--- src/hdl/zynq_ctrl_pkg.sv ---
package zynq_ctrl_pkg;

  // gp0 bus
  localparam int axil_data_width_c = 32;
  localparam int axil_addr_width_c = 10;
  localparam int reg_idx_width_c   = axil_addr_width_c - 2;

  typedef logic [axil_data_width_c-1:0] word_t;
  typedef logic [axil_addr_width_c-1:0] axil_addr_t;
  typedef logic [1:0]                   axil_resp_t;
  typedef logic [reg_idx_width_c-1:0]   reg_idx_t;

  localparam axil_resp_t resp_okay_c   = 2'b00;
  localparam axil_resp_t resp_slverr_c = 2'b10;

  // word offsets, byte address is four times these
  localparam reg_idx_t reg_ctrl_c        = reg_idx_t'(0);
  localparam reg_idx_t reg_dram_base_c   = reg_idx_t'(1);
  localparam reg_idx_t reg_rom_addr_c    = reg_idx_t'(2);
  localparam reg_idx_t reg_rom_data_c    = reg_idx_t'(3);
  localparam reg_idx_t reg_fifo_status_c = reg_idx_t'(4);
  localparam reg_idx_t reg_ps_to_pl_c    = reg_idx_t'(5);
  localparam reg_idx_t reg_pl_to_ps_c    = reg_idx_t'(6);

  // machine configuration table
  localparam int rom_els_c = 8;
  typedef logic [$clog2(rom_els_c)-1:0] rom_addr_t;

  function automatic word_t rom_word(input rom_addr_t k);
    logic [15:0] kw;
    kw = 16'(k);
    return {8'hb5, 8'(k), kw * kw + 16'd1};
  endfunction

  // cache side dma and hp0 addressing
  localparam int llc_addr_width_c = 24;
  localparam int lg_num_dma_c     = 2;
  localparam int hp_addr_width_c  = 32;

  typedef logic [llc_addr_width_c-1:0] llc_addr_t;
  typedef logic [lg_num_dma_c-1:0]     cache_id_t;
  typedef logic [hp_addr_width_c-1:0]  hp_addr_t;

endpackage
--- src/hdl/zynq_ctrl_top.sv ---
module zynq_ctrl_top
  #(parameter int fifo_els_p    = 4
    , parameter int reset_depth_p = 3
    )
  (  input  logic                      aclk
   , input  logic                      arst_n_i

   , input  zynq_ctrl_pkg::axil_addr_t gp0_awaddr_i
   , input  logic                      gp0_awvalid_i
   , output logic                      gp0_awready_o
   , input  zynq_ctrl_pkg::word_t      gp0_wdata_i
   , input  logic                      gp0_wvalid_i
   , output logic                      gp0_wready_o
   , output zynq_ctrl_pkg::axil_resp_t gp0_bresp_o
   , output logic                      gp0_bvalid_o
   , input  logic                      gp0_bready_i
   , input  zynq_ctrl_pkg::axil_addr_t gp0_araddr_i
   , input  logic                      gp0_arvalid_i
   , output logic                      gp0_arready_o
   , output zynq_ctrl_pkg::word_t      gp0_rdata_o
   , output zynq_ctrl_pkg::axil_resp_t gp0_rresp_o
   , output logic                      gp0_rvalid_o
   , input  logic                      gp0_rready_i

   , output zynq_ctrl_pkg::word_t      host_req_data_o
   , output logic                      host_req_v_o
   , input  logic                      host_req_ready_i

   , input  zynq_ctrl_pkg::word_t      mc_req_data_i
   , input  logic                      mc_req_v_i
   , output logic                      mc_req_ready_o

   , input  zynq_ctrl_pkg::cache_id_t  dma_aw_cache_id_i
   , input  zynq_ctrl_pkg::llc_addr_t  dma_aw_addr_i
   , input  logic                      dma_aw_v_i
   , output logic                      dma_aw_ready_o
   , input  zynq_ctrl_pkg::cache_id_t  dma_ar_cache_id_i
   , input  zynq_ctrl_pkg::llc_addr_t  dma_ar_addr_i
   , input  logic                      dma_ar_v_i
   , output logic                      dma_ar_ready_o

   , output zynq_ctrl_pkg::hp_addr_t   hp0_awaddr_o
   , output logic                      hp0_awvalid_o
   , input  logic                      hp0_awready_i
   , output zynq_ctrl_pkg::hp_addr_t   hp0_araddr_o
   , output logic                      hp0_arvalid_o
   , input  logic                      hp0_arready_i

   , output logic                      sys_reset_n_o
   );
  import zynq_ctrl_pkg::*;

  logic      ctrl_lo;
  hp_addr_t  dram_base_lo;
  rom_addr_t rom_addr_lo;
  word_t     rom_data_li;
  word_t     p2l_data_lo, l2p_data_li;
  logic      p2l_v_lo, p2l_ready_li;
  logic      l2p_v_li, l2p_yumi_lo;

  axil_csr_slave
   csr
    (.aclk(aclk)
     ,.arst_n_i(arst_n_i)
     ,.gp0_awaddr_i(gp0_awaddr_i)
     ,.gp0_awvalid_i(gp0_awvalid_i)
     ,.gp0_awready_o(gp0_awready_o)
     ,.gp0_wdata_i(gp0_wdata_i)
     ,.gp0_wvalid_i(gp0_wvalid_i)
     ,.gp0_wready_o(gp0_wready_o)
     ,.gp0_bresp_o(gp0_bresp_o)
     ,.gp0_bvalid_o(gp0_bvalid_o)
     ,.gp0_bready_i(gp0_bready_i)
     ,.gp0_araddr_i(gp0_araddr_i)
     ,.gp0_arvalid_i(gp0_arvalid_i)
     ,.gp0_arready_o(gp0_arready_o)
     ,.gp0_rdata_o(gp0_rdata_o)
     ,.gp0_rresp_o(gp0_rresp_o)
     ,.gp0_rvalid_o(gp0_rvalid_o)
     ,.gp0_rready_i(gp0_rready_i)
     ,.ctrl_o(ctrl_lo)
     ,.dram_base_o(dram_base_lo)
     ,.rom_addr_o(rom_addr_lo)
     ,.rom_data_i(rom_data_li)
     ,.p2l_data_o(p2l_data_lo)
     ,.p2l_v_o(p2l_v_lo)
     ,.p2l_ready_i(p2l_ready_li)
     ,.l2p_data_i(l2p_data_li)
     ,.l2p_v_i(l2p_v_li)
     ,.l2p_yumi_o(l2p_yumi_lo)
     );

  // ps to pl, drains to the host request port
  word_fifo
   #(.fifo_els_p(fifo_els_p))
   ps_to_pl_fifo
    (.aclk(aclk)
     ,.arst_n_i(arst_n_i)
     ,.data_i(p2l_data_lo)
     ,.v_i(p2l_v_lo)
     ,.ready_o(p2l_ready_li)
     ,.data_o(host_req_data_o)
     ,.v_o(host_req_v_o)
     ,.ready_i(host_req_ready_i)
     );

  // pl to ps, filled by manycore requests
  word_fifo
   #(.fifo_els_p(fifo_els_p))
   pl_to_ps_fifo
    (.aclk(aclk)
     ,.arst_n_i(arst_n_i)
     ,.data_i(mc_req_data_i)
     ,.v_i(mc_req_v_i)
     ,.ready_o(mc_req_ready_o)
     ,.data_o(l2p_data_li)
     ,.v_o(l2p_v_li)
     ,.ready_i(l2p_yumi_lo)
     );

  reset_delay_chain
   #(.reset_depth_p(reset_depth_p))
   reset_dff
    (.aclk(aclk)
     ,.arst_n_i(arst_n_i)
     ,.reset_n_i(ctrl_lo)
     ,.reset_n_o(sys_reset_n_o)
     );

  config_rom
   configuration_rom
    (.addr_i(rom_addr_lo)
     ,.data_o(rom_data_li)
     );

  dram_addr_remap
   remap
    (.dram_base_i(dram_base_lo)
     ,.aw_cache_id_i(dma_aw_cache_id_i)
     ,.aw_addr_i(dma_aw_addr_i)
     ,.aw_addr_o(hp0_awaddr_o)
     ,.ar_cache_id_i(dma_ar_cache_id_i)
     ,.ar_addr_i(dma_ar_addr_i)
     ,.ar_addr_o(hp0_araddr_o)
     );

  // hp0 address handshakes pass straight through
  assign hp0_awvalid_o  = dma_aw_v_i;
  assign hp0_arvalid_o  = dma_ar_v_i;
  assign dma_aw_ready_o = hp0_awready_i;
  assign dma_ar_ready_o = hp0_arready_i;

endmodule

--- src/hdl/axil_csr_slave.sv ---
module axil_csr_slave
  (  input  logic                       aclk
   , input  logic                       arst_n_i

   , input  zynq_ctrl_pkg::axil_addr_t  gp0_awaddr_i
   , input  logic                       gp0_awvalid_i
   , output logic                       gp0_awready_o
   , input  zynq_ctrl_pkg::word_t       gp0_wdata_i
   , input  logic                       gp0_wvalid_i
   , output logic                       gp0_wready_o
   , output zynq_ctrl_pkg::axil_resp_t  gp0_bresp_o
   , output logic                       gp0_bvalid_o
   , input  logic                       gp0_bready_i

   , input  zynq_ctrl_pkg::axil_addr_t  gp0_araddr_i
   , input  logic                       gp0_arvalid_i
   , output logic                       gp0_arready_o
   , output zynq_ctrl_pkg::word_t       gp0_rdata_o
   , output zynq_ctrl_pkg::axil_resp_t  gp0_rresp_o
   , output logic                       gp0_rvalid_o
   , input  logic                       gp0_rready_i

   , output logic                       ctrl_o
   , output zynq_ctrl_pkg::word_t       dram_base_o
   , output zynq_ctrl_pkg::rom_addr_t   rom_addr_o
   , input  zynq_ctrl_pkg::word_t       rom_data_i

   , output zynq_ctrl_pkg::word_t       p2l_data_o
   , output logic                       p2l_v_o
   , input  logic                       p2l_ready_i

   , input  zynq_ctrl_pkg::word_t       l2p_data_i
   , input  logic                       l2p_v_i
   , output logic                       l2p_yumi_o
   );
  import zynq_ctrl_pkg::*;

  word_t      ctrl_r, dram_base_r, rom_addr_r;
  logic       bvalid_r, rvalid_r;
  axil_resp_t bresp_r, rresp_r;
  word_t      rdata_r;

  reg_idx_t   wr_idx, rd_idx;
  logic       wr_fire, rd_fire;
  logic       push_sel, pop_sel;
  axil_resp_t wr_resp, rd_resp;
  word_t      rd_word;

  //////////////////////////////////////////////////
  // write channel
  //////////////////////////////////////////////////

  // aw and w are taken together, only while no response is pending
  assign wr_idx        = gp0_awaddr_i[axil_addr_width_c-1:2];
  assign wr_fire       = gp0_awvalid_i & gp0_wvalid_i & ~bvalid_r;
  assign gp0_awready_o = wr_fire;
  assign gp0_wready_o  = wr_fire;

  assign push_sel   = (wr_idx == reg_ps_to_pl_c);
  assign p2l_data_o = gp0_wdata_i;
  assign p2l_v_o    = wr_fire & push_sel;
  // full fifo drops the word
  assign wr_resp    = (push_sel & ~p2l_ready_i) ? resp_slverr_c : resp_okay_c;

  always_ff @(posedge aclk or negedge arst_n_i)
    if (!arst_n_i)
      begin
        ctrl_r      <= '0;
        dram_base_r <= '0;
        rom_addr_r  <= '0;
        bvalid_r    <= 1'b0;
        bresp_r     <= resp_okay_c;
      end
    else if (wr_fire)
      begin
        case (wr_idx)
          reg_ctrl_c:      ctrl_r      <= gp0_wdata_i;
          reg_dram_base_c: dram_base_r <= gp0_wdata_i;
          reg_rom_addr_c:  rom_addr_r  <= gp0_wdata_i;
          default: ;
        endcase
        bvalid_r <= 1'b1;
        bresp_r  <= wr_resp;
      end
    else if (gp0_bready_i)
      bvalid_r <= 1'b0;

  assign gp0_bvalid_o = bvalid_r;
  assign gp0_bresp_o  = bresp_r;

  //////////////////////////////////////////////////
  // read channel
  //////////////////////////////////////////////////

  assign rd_idx        = gp0_araddr_i[axil_addr_width_c-1:2];
  assign rd_fire       = gp0_arvalid_i & ~rvalid_r;
  assign gp0_arready_o = ~rvalid_r;

  // pop only when a word is there
  assign pop_sel    = (rd_idx == reg_pl_to_ps_c);
  assign l2p_yumi_o = rd_fire & pop_sel & l2p_v_i;

  always_comb
    begin
      rd_word = '0;
      rd_resp = resp_okay_c;
      case (rd_idx)
        reg_ctrl_c:        rd_word = ctrl_r;
        reg_dram_base_c:   rd_word = dram_base_r;
        reg_rom_addr_c:    rd_word = rom_addr_r;
        reg_rom_data_c:    rd_word = rom_data_i;
        // bit 0 data waiting for the ps, bit 1 room toward the pl
        reg_fifo_status_c: rd_word = word_t'({p2l_ready_i, l2p_v_i});
        reg_pl_to_ps_c:
          if (l2p_v_i)
            rd_word = l2p_data_i;
          else
            rd_resp = resp_slverr_c;
        default: ;
      endcase
    end

  always_ff @(posedge aclk or negedge arst_n_i)
    if (!arst_n_i)
      begin
        rvalid_r <= 1'b0;
        rdata_r  <= '0;
        rresp_r  <= resp_okay_c;
      end
    else if (rd_fire)
      begin
        rvalid_r <= 1'b1;
        rdata_r  <= rd_word;
        rresp_r  <= rd_resp;
      end
    else if (gp0_rready_i)
      rvalid_r <= 1'b0;

  assign gp0_rvalid_o = rvalid_r;
  assign gp0_rdata_o  = rdata_r;
  assign gp0_rresp_o  = rresp_r;

  assign ctrl_o      = ctrl_r[0];
  assign dram_base_o = dram_base_r;
  assign rom_addr_o  = rom_addr_r[$clog2(rom_els_c)-1:0];

  // responses are held steady until the master takes them
  bvalid_hold_a : assert property (@(posedge aclk) disable iff (!arst_n_i)
    gp0_bvalid_o && !gp0_bready_i |=> gp0_bvalid_o && $stable(gp0_bresp_o));

  rvalid_hold_a : assert property (@(posedge aclk) disable iff (!arst_n_i)
    gp0_rvalid_o && !gp0_rready_i |=>
      gp0_rvalid_o && $stable(gp0_rdata_o) && $stable(gp0_rresp_o));

endmodule

--- src/hdl/dram_addr_remap.sv ---
module dram_addr_remap
  (  input  zynq_ctrl_pkg::hp_addr_t  dram_base_i

   , input  zynq_ctrl_pkg::cache_id_t aw_cache_id_i
   , input  zynq_ctrl_pkg::llc_addr_t aw_addr_i
   , output zynq_ctrl_pkg::hp_addr_t  aw_addr_o

   , input  zynq_ctrl_pkg::cache_id_t ar_cache_id_i
   , input  zynq_ctrl_pkg::llc_addr_t ar_addr_i
   , output zynq_ctrl_pkg::hp_addr_t  ar_addr_o
   );
  import zynq_ctrl_pkg::*;

  // line address bits kept below the cache id
  localparam int line_bits_lp = llc_addr_width_c - lg_num_dma_c;

  // cache id on top of the line address, then offset into dram
  function automatic hp_addr_t remap
    (input cache_id_t id
     , input llc_addr_t addr
     , input hp_addr_t base
     );
    llc_addr_t hashed;
    hashed = {id, addr[line_bits_lp-1:0]};
    return hp_addr_t'(hashed) + base;
  endfunction

  assign aw_addr_o = remap(aw_cache_id_i, aw_addr_i, dram_base_i);
  assign ar_addr_o = remap(ar_cache_id_i, ar_addr_i, dram_base_i);

endmodule

--- src/hdl/config_rom.sv ---
module config_rom
  (  input  zynq_ctrl_pkg::rom_addr_t addr_i
   , output zynq_ctrl_pkg::word_t     data_o
   );
  import zynq_ctrl_pkg::*;

  word_t rom_table [rom_els_c];

  // one entry per address, contents come from the shared rom_word
  for (genvar k = 0; k < rom_els_c; k++)
    begin : entry
      assign rom_table[k] = rom_word(rom_addr_t'(k));
    end

  assign data_o = rom_table[addr_i];

endmodule

--- src/hdl/reset_delay_chain.sv ---
module reset_delay_chain
  #(parameter int reset_depth_p = 3
    )
  (  input  logic aclk
   , input  logic arst_n_i
   , input  logic reset_n_i
   , output logic reset_n_o
   );

  logic [reset_depth_p-1:0] chain_r;

  // system stays in reset while the chain is cleared
  always_ff @(posedge aclk or negedge arst_n_i)
    if (!arst_n_i)
      chain_r <= '0;
    else
      begin
        chain_r[0] <= reset_n_i;
        for (int i = 1; i < reset_depth_p; i++)
          chain_r[i] <= chain_r[i-1];
      end

  assign reset_n_o = chain_r[reset_depth_p-1];

endmodule

--- src/hdl/word_fifo.sv ---
module word_fifo
  #(parameter int fifo_els_p = 4
    )
  (  input  logic                 aclk
   , input  logic                 arst_n_i
   , input  zynq_ctrl_pkg::word_t data_i
   , input  logic                 v_i
   , output logic                 ready_o
   , output zynq_ctrl_pkg::word_t data_o
   , output logic                 v_o
   , input  logic                 ready_i
   );
  import zynq_ctrl_pkg::*;

  localparam int ptr_width_lp   = (fifo_els_p > 1) ? $clog2(fifo_els_p) : 1;
  localparam int count_width_lp = $clog2(fifo_els_p + 1);

  word_t                     mem [fifo_els_p];
  logic [ptr_width_lp-1:0]   wr_ptr_r, rd_ptr_r;
  logic [count_width_lp-1:0] count_r;
  logic                      enq, deq;

  // pointer wrap, depth need not be a power of two
  function automatic logic [ptr_width_lp-1:0] ptr_next(input logic [ptr_width_lp-1:0] p);
    if (p == ptr_width_lp'(fifo_els_p - 1))
      return '0;
    return p + 1'b1;
  endfunction

  assign ready_o = (count_r != count_width_lp'(fifo_els_p));
  assign v_o     = (count_r != '0);
  assign data_o  = mem[rd_ptr_r];
  assign enq     = v_i & ready_o;
  assign deq     = v_o & ready_i;

  always_ff @(posedge aclk)
    if (enq)
      mem[wr_ptr_r] <= data_i;

  always_ff @(posedge aclk or negedge arst_n_i)
    if (!arst_n_i)
      begin
        wr_ptr_r <= '0;
        rd_ptr_r <= '0;
        count_r  <= '0;
      end
    else
      begin
        if (enq)
          wr_ptr_r <= ptr_next(wr_ptr_r);
        if (deq)
          rd_ptr_r <= ptr_next(rd_ptr_r);
        count_r <= count_r + count_width_lp'(enq) - count_width_lp'(deq);
      end

  count_within_depth_a : assert property (@(posedge aclk) disable iff (!arst_n_i)
    count_r <= count_width_lp'(fifo_els_p));

endmodule

--- config.mk ---
export PLATFORM = sky130hd
export DESIGN_NAME = zynq_ctrl_top
export DESIGN_NICKNAME = d
export VERILOG_FILES = /design/src/hdl/zynq_ctrl_pkg.sv /design/src/hdl/zynq_ctrl_top.sv /design/src/hdl/axil_csr_slave.sv /design/src/hdl/dram_addr_remap.sv /design/src/hdl/config_rom.sv /design/src/hdl/reset_delay_chain.sv /design/src/hdl/word_fifo.sv
export SDC_FILE = /design/constraint.sdc
export NUM_CORES = 1
export LEC_CHECK = 0
export BUFFER_PORTS_ARGS = -buffer_cell sky130_fd_sc_hd__buf_2
export CELL_PAD_IN_SITES_DETAIL_PLACEMENT = 0
export CELL_PAD_IN_SITES_GLOBAL_PLACEMENT = 1
export CORE_ASPECT_RATIO = 1.25
export CORE_MARGIN = 1.5
export CORE_UTILIZATION = 40
export CTS_BUF_LIST = sky130_fd_sc_hd__clkbuf_2 sky130_fd_sc_hd__clkbuf_4 sky130_fd_sc_hd__clkbuf_8
export DETAILED_ROUTE_END_ITERATION = 16
export GPL_ROUTABILITY_DRIVEN = 0
export PLACE_DENSITY = 0.75
export SYNTH_ARGS = -nofsm -noshare
export SYNTH_HDL_FRONTEND = slang
export SYNTH_HIERARCHICAL = 1
export SYNTH_SLANG_ARGS = --single-unit
export TNS_END_PERCENT = 1
--- constraint.sdc ---
create_clock -name aclk -period 4.95 [get_ports aclk]
set_input_delay 0.7425 -clock aclk [delete_from_list [all_inputs] [get_ports aclk]]
set_output_delay 0.7425 -clock aclk [all_outputs]
set_load 0.02 [all_outputs]
== Word level (Yosys, flattened, before mapping) ==
Memories as Yosys holds them, arrays and structs flattened.
Index checks and enable logic that the tools add are counted.

* Flip-flop bits (word level): 151
* Bits in writable memories: 256
* Memory bits (read-only): 256
* Input port bits: 149
* Output and inout port bits: 144
* Logic and storage cells: 98
* Memories kept: 3

* $add $sub $neg: 10
* $lt $le $gt $ge: 1
* Eq/ne operators: 14
* Multiplexer cells: 31
* Bitwise logic cells: 15
* Reductions and logical operators: 9

{| class="wikitable"
|+ Memory list
! name !! words !! width !! read ports !! clocked after Yosys merged registers in !! write ports !! RTL line !! text
|-
| (name not given) || 8 || 32 || 1 || 0 || 0 || config_rom.sv:15 || <nowiki>assign data_o = rom_table[addr_i];</nowiki>
|-
| pl_to_ps_fifo.mem || 4 || 32 || 1 || 0 || 1 || word_fifo.sv:18 || <nowiki>word_t mem [fifo_els_p];</nowiki>
|-
| ps_to_pl_fifo.mem || 4 || 32 || 1 || 0 || 1 || word_fifo.sv:18 ||
|}

{| class="wikitable"
|+ Operator list
! operator !! number
|-
| 32-bit one-hot mux with 6 select lines || 1
|-
| 32-bit two-way mux || 3
|-
| 24-bit by 32-bit adder with 32-bit output || 2
|-
| 8-bit by 2-bit equality test with 1-bit output (second input constant) || 3
|-
| 8-bit by 3-bit equality test with 1-bit output (second input constant) || 3
|-
| 2-bit two-way mux || 11
|-
| 8-bit by 1-bit equality test with 1-bit output (second input constant) || 2
|-
| 8-bit logical NOT || 2
|-
| 1-bit two-way mux || 16
|-
| 1-bit AND || 11
|-
| 2-bit by 1-bit adder with 2-bit output (second input constant) || 4
|-
| 2-bit equality test (second input constant) || 4
|-
| 3-bit by 1-bit adder with 3-bit output || 2
|-
| 3-bit inequality test (second input constant) || 2
|-
| 2-bit AND reduction || 3
|-
| 3-bit nonzero test || 2
|-
| 3-bit by 1-bit subtractor with 3-bit output || 2
|-
| 4-bit >= comparator (second input constant) || 1
|-
| 3-bit NOT with 4-bit output || 1
|-
| 2-bit nonzero test || 2
|-
| 1-bit NOT || 3
|}

== Longest topological paths before layout ==
* Depth after elaboration: 7
* Depth in mapped cells: 13
* Gate-level depth less buffers: 12

== By module ==
The synthesis kept the hierarchy.

{| class="wikitable"
|+ By module, submodules not included
! module !! instances !! cells an instance !! area each (um2)
|-
| word_fifo || 2 || 206 || 5,057.4
|-
| axil_csr_slave || 1 || 454 || 6,602.6
|-
| dram_addr_remap || 1 || 410 || 2,906.5
|-
| config_rom || 1 || 35 || 254.0
|-
| reset_delay_chain || 1 || 3 || 75.1
|-
| zynq_ctrl_top || 1 || 4 || 30.0
|}

== Least setup slack after synthesis ==
Ideal clock, no wire load.

* Kind: input-to-output
* Start point: input port dma_aw_addr_i[0]
* End point: output port hp0_awaddr_o[18]
* Data arrival time: 2.654 ns
* Slack: 1.553 ns
* Stages: 9
* Path through: ha_1 > fa_1 > a21oi_1 > o211a_1 > nor2_4 > a31oi_4 > nor2_1 > a311oi_1 > xnor2_1

* Word-level cells in the longest chain between the ends: 1

{| class="wikitable"
|+ Ends and longest elaborated chain
! what !! RTL line !! text
|-
| from (decl) || zynq_ctrl_top.sv:34 || <nowiki>, input zynq_ctrl_pkg::llc_addr_t dma_aw_addr_i</nowiki>
|-
| 24-bit by 32-bit adder with 32-bit output || dram_addr_remap.sv:25 || <nowiki>return hp_addr_t'(hashed) + base;</nowiki>
|-
| to (decl) || zynq_ctrl_top.sv:42 || <nowiki>, output zynq_ctrl_pkg::hp_addr_t hp0_awaddr_o</nowiki>
|}

Every way passes these cells.

== Final worst setup path ==
* Start point: register csr.dram_base_r[0], in the netlist csr/dram_base_o[0]
* End point: output port hp0_araddr_o[26]

* Word-level cells in the longest chain between the ends: 1

{| class="wikitable"
|+ Ends and longest elaborated chain
! what !! RTL line !! text
|-
| from (decl) || axil_csr_slave.sv:38 || <nowiki>word_t ctrl_r, dram_base_r, rom_addr_r;</nowiki>
|-
| from (signal assigned) || axil_csr_slave.sv:78 || <nowiki>reg_dram_base_c: dram_base_r <= gp0_wdata_i;</nowiki>
|-
| 24-bit by 32-bit adder with 32-bit output || dram_addr_remap.sv:25 ||
|-
| to (decl) || zynq_ctrl_top.sv:45 || <nowiki>, output zynq_ctrl_pkg::hp_addr_t hp0_araddr_o</nowiki>
|}

Every way passes these cells.

==> impl_metrics.csv <==
group,metric,value,unit
status,status,"completed",
floorplanning,start_util,40.5,%
final_layout,area_growth,14.2,%
sta,finalHoldViolCount,0,
sta,fin_crit_sh,88.8,%
floorplanning,pin_count,293,
yosys,avgSynthCellArea,15.2,sq um
routing,drtAntennaViolNets,0,
final_layout,fillers,4325,
sta,fmax,0.227,GHz
setup_path,path_class,"flip-flop to primary output",
floorplanning,core-area,49300,sq um
yosys,netlist-cell-type-count,83,
yosys,synthCells,1318,
yosys,ys_ff_latch,405,
routing,vias,12100,
setup_path,path_cells,"ha_1 -> fa_1 -> a21o_1 -> a221oi_1 -> nand2b_1 -> a31oi_1 -> a21o_1 -> a21oi_1 -> xnor2_1 -> buf_2",
setup_path,worst-path-buf-inv,1,
setup_path,endpoint_kind,"primary output",
pwr,clkPwrFrac,34.5,%
placed_design,hpwl,37600,um
sta,drv_slew,0,
clock_network,clk_latency,600,ps
clock_network,cts_tree,"built",
run,cap_violations,0,
setup_path,crit_slowest_cell,"dfrtp_1",
sta,period_minus_slack,4400,ps
setup_path,cpLargestDelayFamily,"compound AO/OA/AOI/OAI gates",
pwr,p_switching,2.36,mW
sta,tns,0,ps
final_layout,drive_above_1_share,39.1,%
setup_path,max_stage_delay,440,ps
placed_design,io_buffers,274,
clock_network,clock_path_buffers,3,
routing,totalWireLength,51200,um
yosys,synthFlopType,"edfxtp_1",
setup_path,crit_path_frequent_cell,"a21o_1",
setup_path,cp_max_fo,5,
pwr,combPwrFrac,18.7,%
placed_design,dpl-instance-area,21400,sq um
clock_network,htreeDepth,3,
floorplanning,fp.dieW,203,um
clock_network,cts_made_buffers,66,
grt,grt_pass1_wl,76200,um
sta,grt_setup_unrepaired,"no",
setup_path,r2r_start,"csr/gp0_bvalid_o",
grt,antenna_found_initial,7,
worst_hold_path,min_path_type,"input port to asynchronous set/reset pin",
clock_network,clock_sinks,405,
routing,avgViaCountPerCell,5.30,
clock_network,cts_setup_buffers,0,
routing,drt_iter0_drc,811,
clock_network,clk_pin_slew,60,ps
floorplanning,std_cell_rows,91,
setup_path,startpoint_type,"flip-flop",
pwr,vdd_drop_max,0.000182,V
yosys,yosysWarnings,6,
yosys,synth-async-reset-ratio,36.8,%
grt,grt_pass1_vias,12500,
setup_path,required,4210,ps
grt,grt_max_degree,85,
clock_network,ctsResizeCount,0,
yosys,seq_area_frac_synth,57.1,%
pwr,p_int,6.30,mW
clock_network,cts-hold-fix-buffers,0,
sta,setup_viol,0,
routing,wl_per_cell,22.5,um
pwr,swShare,27.3,%
grt,globalRouteTotalUtil,19.9,%
floorplanning,chipHeight,253,um
pwr,power.density,380,nW/um^2
final_layout,final_cell_area,22800,sq um
floorplanning,dieArea,51300,sq um
sta,slew_headroom,39.1,%
grt,grt-ovfl-total,0,
sta,skew,20.8,ps
clock_network,cts_root_buffer,"clkbuf_8",
sta,tightest_slew,914,ps
setup_path,arrival,3650,ps
setup_path,critPathLaunch,"csr/dram_base_o[0]",
routing,first_pass_iters,5,
final_layout,final_nets,1789,
pwr,sequentialPowerShare,46.8,%
yosys,synth_edf_count,256,
yosys,syn_area,20000,sq um
pwr,p_leak,9.62,nW
routing,drc_errors,0,
## final cells by class
| class | count | area [sq um] | share of cell area [%] |
|---|---|---|---|
| well taps | 651 | 815 | 3.57 |
| clock inverters | 14 | 114 | 0.499 |
| diodes | 5 | 12.5 | 0.0548 |
| flip-flops and latches | 405 | 11400 | 50.1 |
| repair buffers | 289 | 1500 | 6.59 |
| inverters | 28 | 105 | 0.461 |
| clock buffers | 102 | 1250 | 5.49 |
| multi-input cells | 784 | 7590 | 33.3 |
## synthesized netlist by cell type (all sizes together) (3+ instances only)
master,number,area (sq um)
or3,3,21.3
conb,3,11.3
nand3,12,60.1
buf,107,880
mux4,96,2160
and3,16,111
a31oi,5,46.3
xnor2,42,368
nor4,5,46.3
fa,4,80.1
nand2,106,400
edfxtp,256,7690
a211oi,9,67.6
mux2,104,1430
o211ai,8,70.1
nor2b,7,51.3
nand4,11,68.8
o21bai,4,30.0
o22ai,3,18.8
nor2,37,151
a21oi,52,264
a22oi,31,233
and2,8,57.6
or3b,3,31.3
inv,28,105
ha,62,776
nand2b,5,31.3
and4,3,28.8
xor2,21,184
o21a,9,67.6
dfrtp,149,3730
o21ai,42,214
nor3,8,45.0
clkbuf,16,80.1
a21o,14,105
## power by group through the flow
stage / Clock [mW] / Sequential (mW) / Combinational, mW
6_report: 2.99 / 4.05 / 1.62
2_1_floorplan: 0 / 4.04 / 1.21
5_1_grt: 3.23 / 4.08 / 1.76
3_5_place_dp: 0 / 4.12 / 1.65
3_3_place_gp: 0 / 4.10 / 1.61
4_1_cts: 3.09 / 4.06 / 1.65
## final timing paths
| check | to | slack [ps] | depth (start not counted) |
|---|---|---|---|
| max | hp0_araddr_o[26] | 550 | 10 |
| min | csr/gp0_rdata_o[3] | 210 | 1 |
| max reg2reg | ps_to_pl_fifo/count_r[2] | 2080 | 12 |
| min reg2reg | reset_dff/chain_r[2] | 360 | 0 |
| min in group aclk | csr/gp0_rvalid_o | 330 | 2 |
| max in group asynchronous | ps_to_pl_fifo/rd_ptr_r[0] | 3790 | 2 |
## registers in the layout, indices dropped and copies added (netlist names)
signal,cells
pl_to_ps_fifo/mem,128
ps_to_pl_fifo/mem,128
csr/ctrl_r,32
csr/dram_base_o,32
csr/gp0_rdata_o,32
csr/rom_addr_r,32
pl_to_ps_fifo/count_r,3
ps_to_pl_fifo/count_r,3
reset_dff/chain_r,3
pl_to_ps_fifo/rd_ptr_r,2
pl_to_ps_fifo/wr_ptr_r,2
ps_to_pl_fifo/rd_ptr_r,2
ps_to_pl_fifo/wr_ptr_r,2
csr/gp0_bresp_o,1
csr/gp0_bvalid_o,1
csr/gp0_rresp_o,1
csr/gp0_rvalid_o,1
## layout by cell type (no fill, tap or decap), drive strengths merged, types with 25 or more instances in the layout
master / netlist / layout
ha: 62 / 62
a22oi: 31 / 31
conb: 3 / 25
buf: 107 / 289
o21ai: 42 / 42
a21oi: 52 / 52
clkbuf: 16 / 102
nand2: 106 / 106
xnor2: 42 / 42
dfrtp: 149 / 149
inv: 28 / 28
edfxtp: 256 / 256
mux2: 104 / 104
nor2: 37 / 37
mux4: 96 / 96
## logic make-up after synthesis
group | after synthesis | synth area share (%)
flip-flops | 405 | 57.1
AND/OR/NAND/NOR | 235 | 6.06
multiplexers | 200 | 18.0
AO/OA/AOI/OAI | 195 | 6.42
buffers and inverters | 151 | 5.33
adder cells (fa/ha/maj) | 66 | 4.28
XOR/XNOR | 63 | 2.76
other | 3 | 0.0563
## per-stage QoR
stage | setup WS (ps) | utilization (%) | hold WS [ps] | cells | power [mW]
6_report | 553 | 46.3 | 210 | 2278 | 8.67
5_1_grt | 426 | 46.3 | 266 | 2278 | 9.07
4_1_cts | 523 | 46.3 | 218 | 2273 | 8.80
3_5_place_dp | 836 | 43.5 | 341 | 2157 | 5.77
3_3_place_gp | 836 | 43.5 | 344 | 2157 | 5.72
2_1_floorplan | 1550 | - | 331 | 1340 | 5.25
## routing by layer
metal	vias up	wire length [um]	part of all wire, %	global-route usage [%]
li1	5462	-	-	-
met5	-	19	0.037	0
met1	6154	20800	41	25.3
met2	357	26000	51	33.7
met4	4	1450	2.8	8.13
met3	86	2940	5.7	3.72
Note: power is estimated with default switching activity, not from simulation.
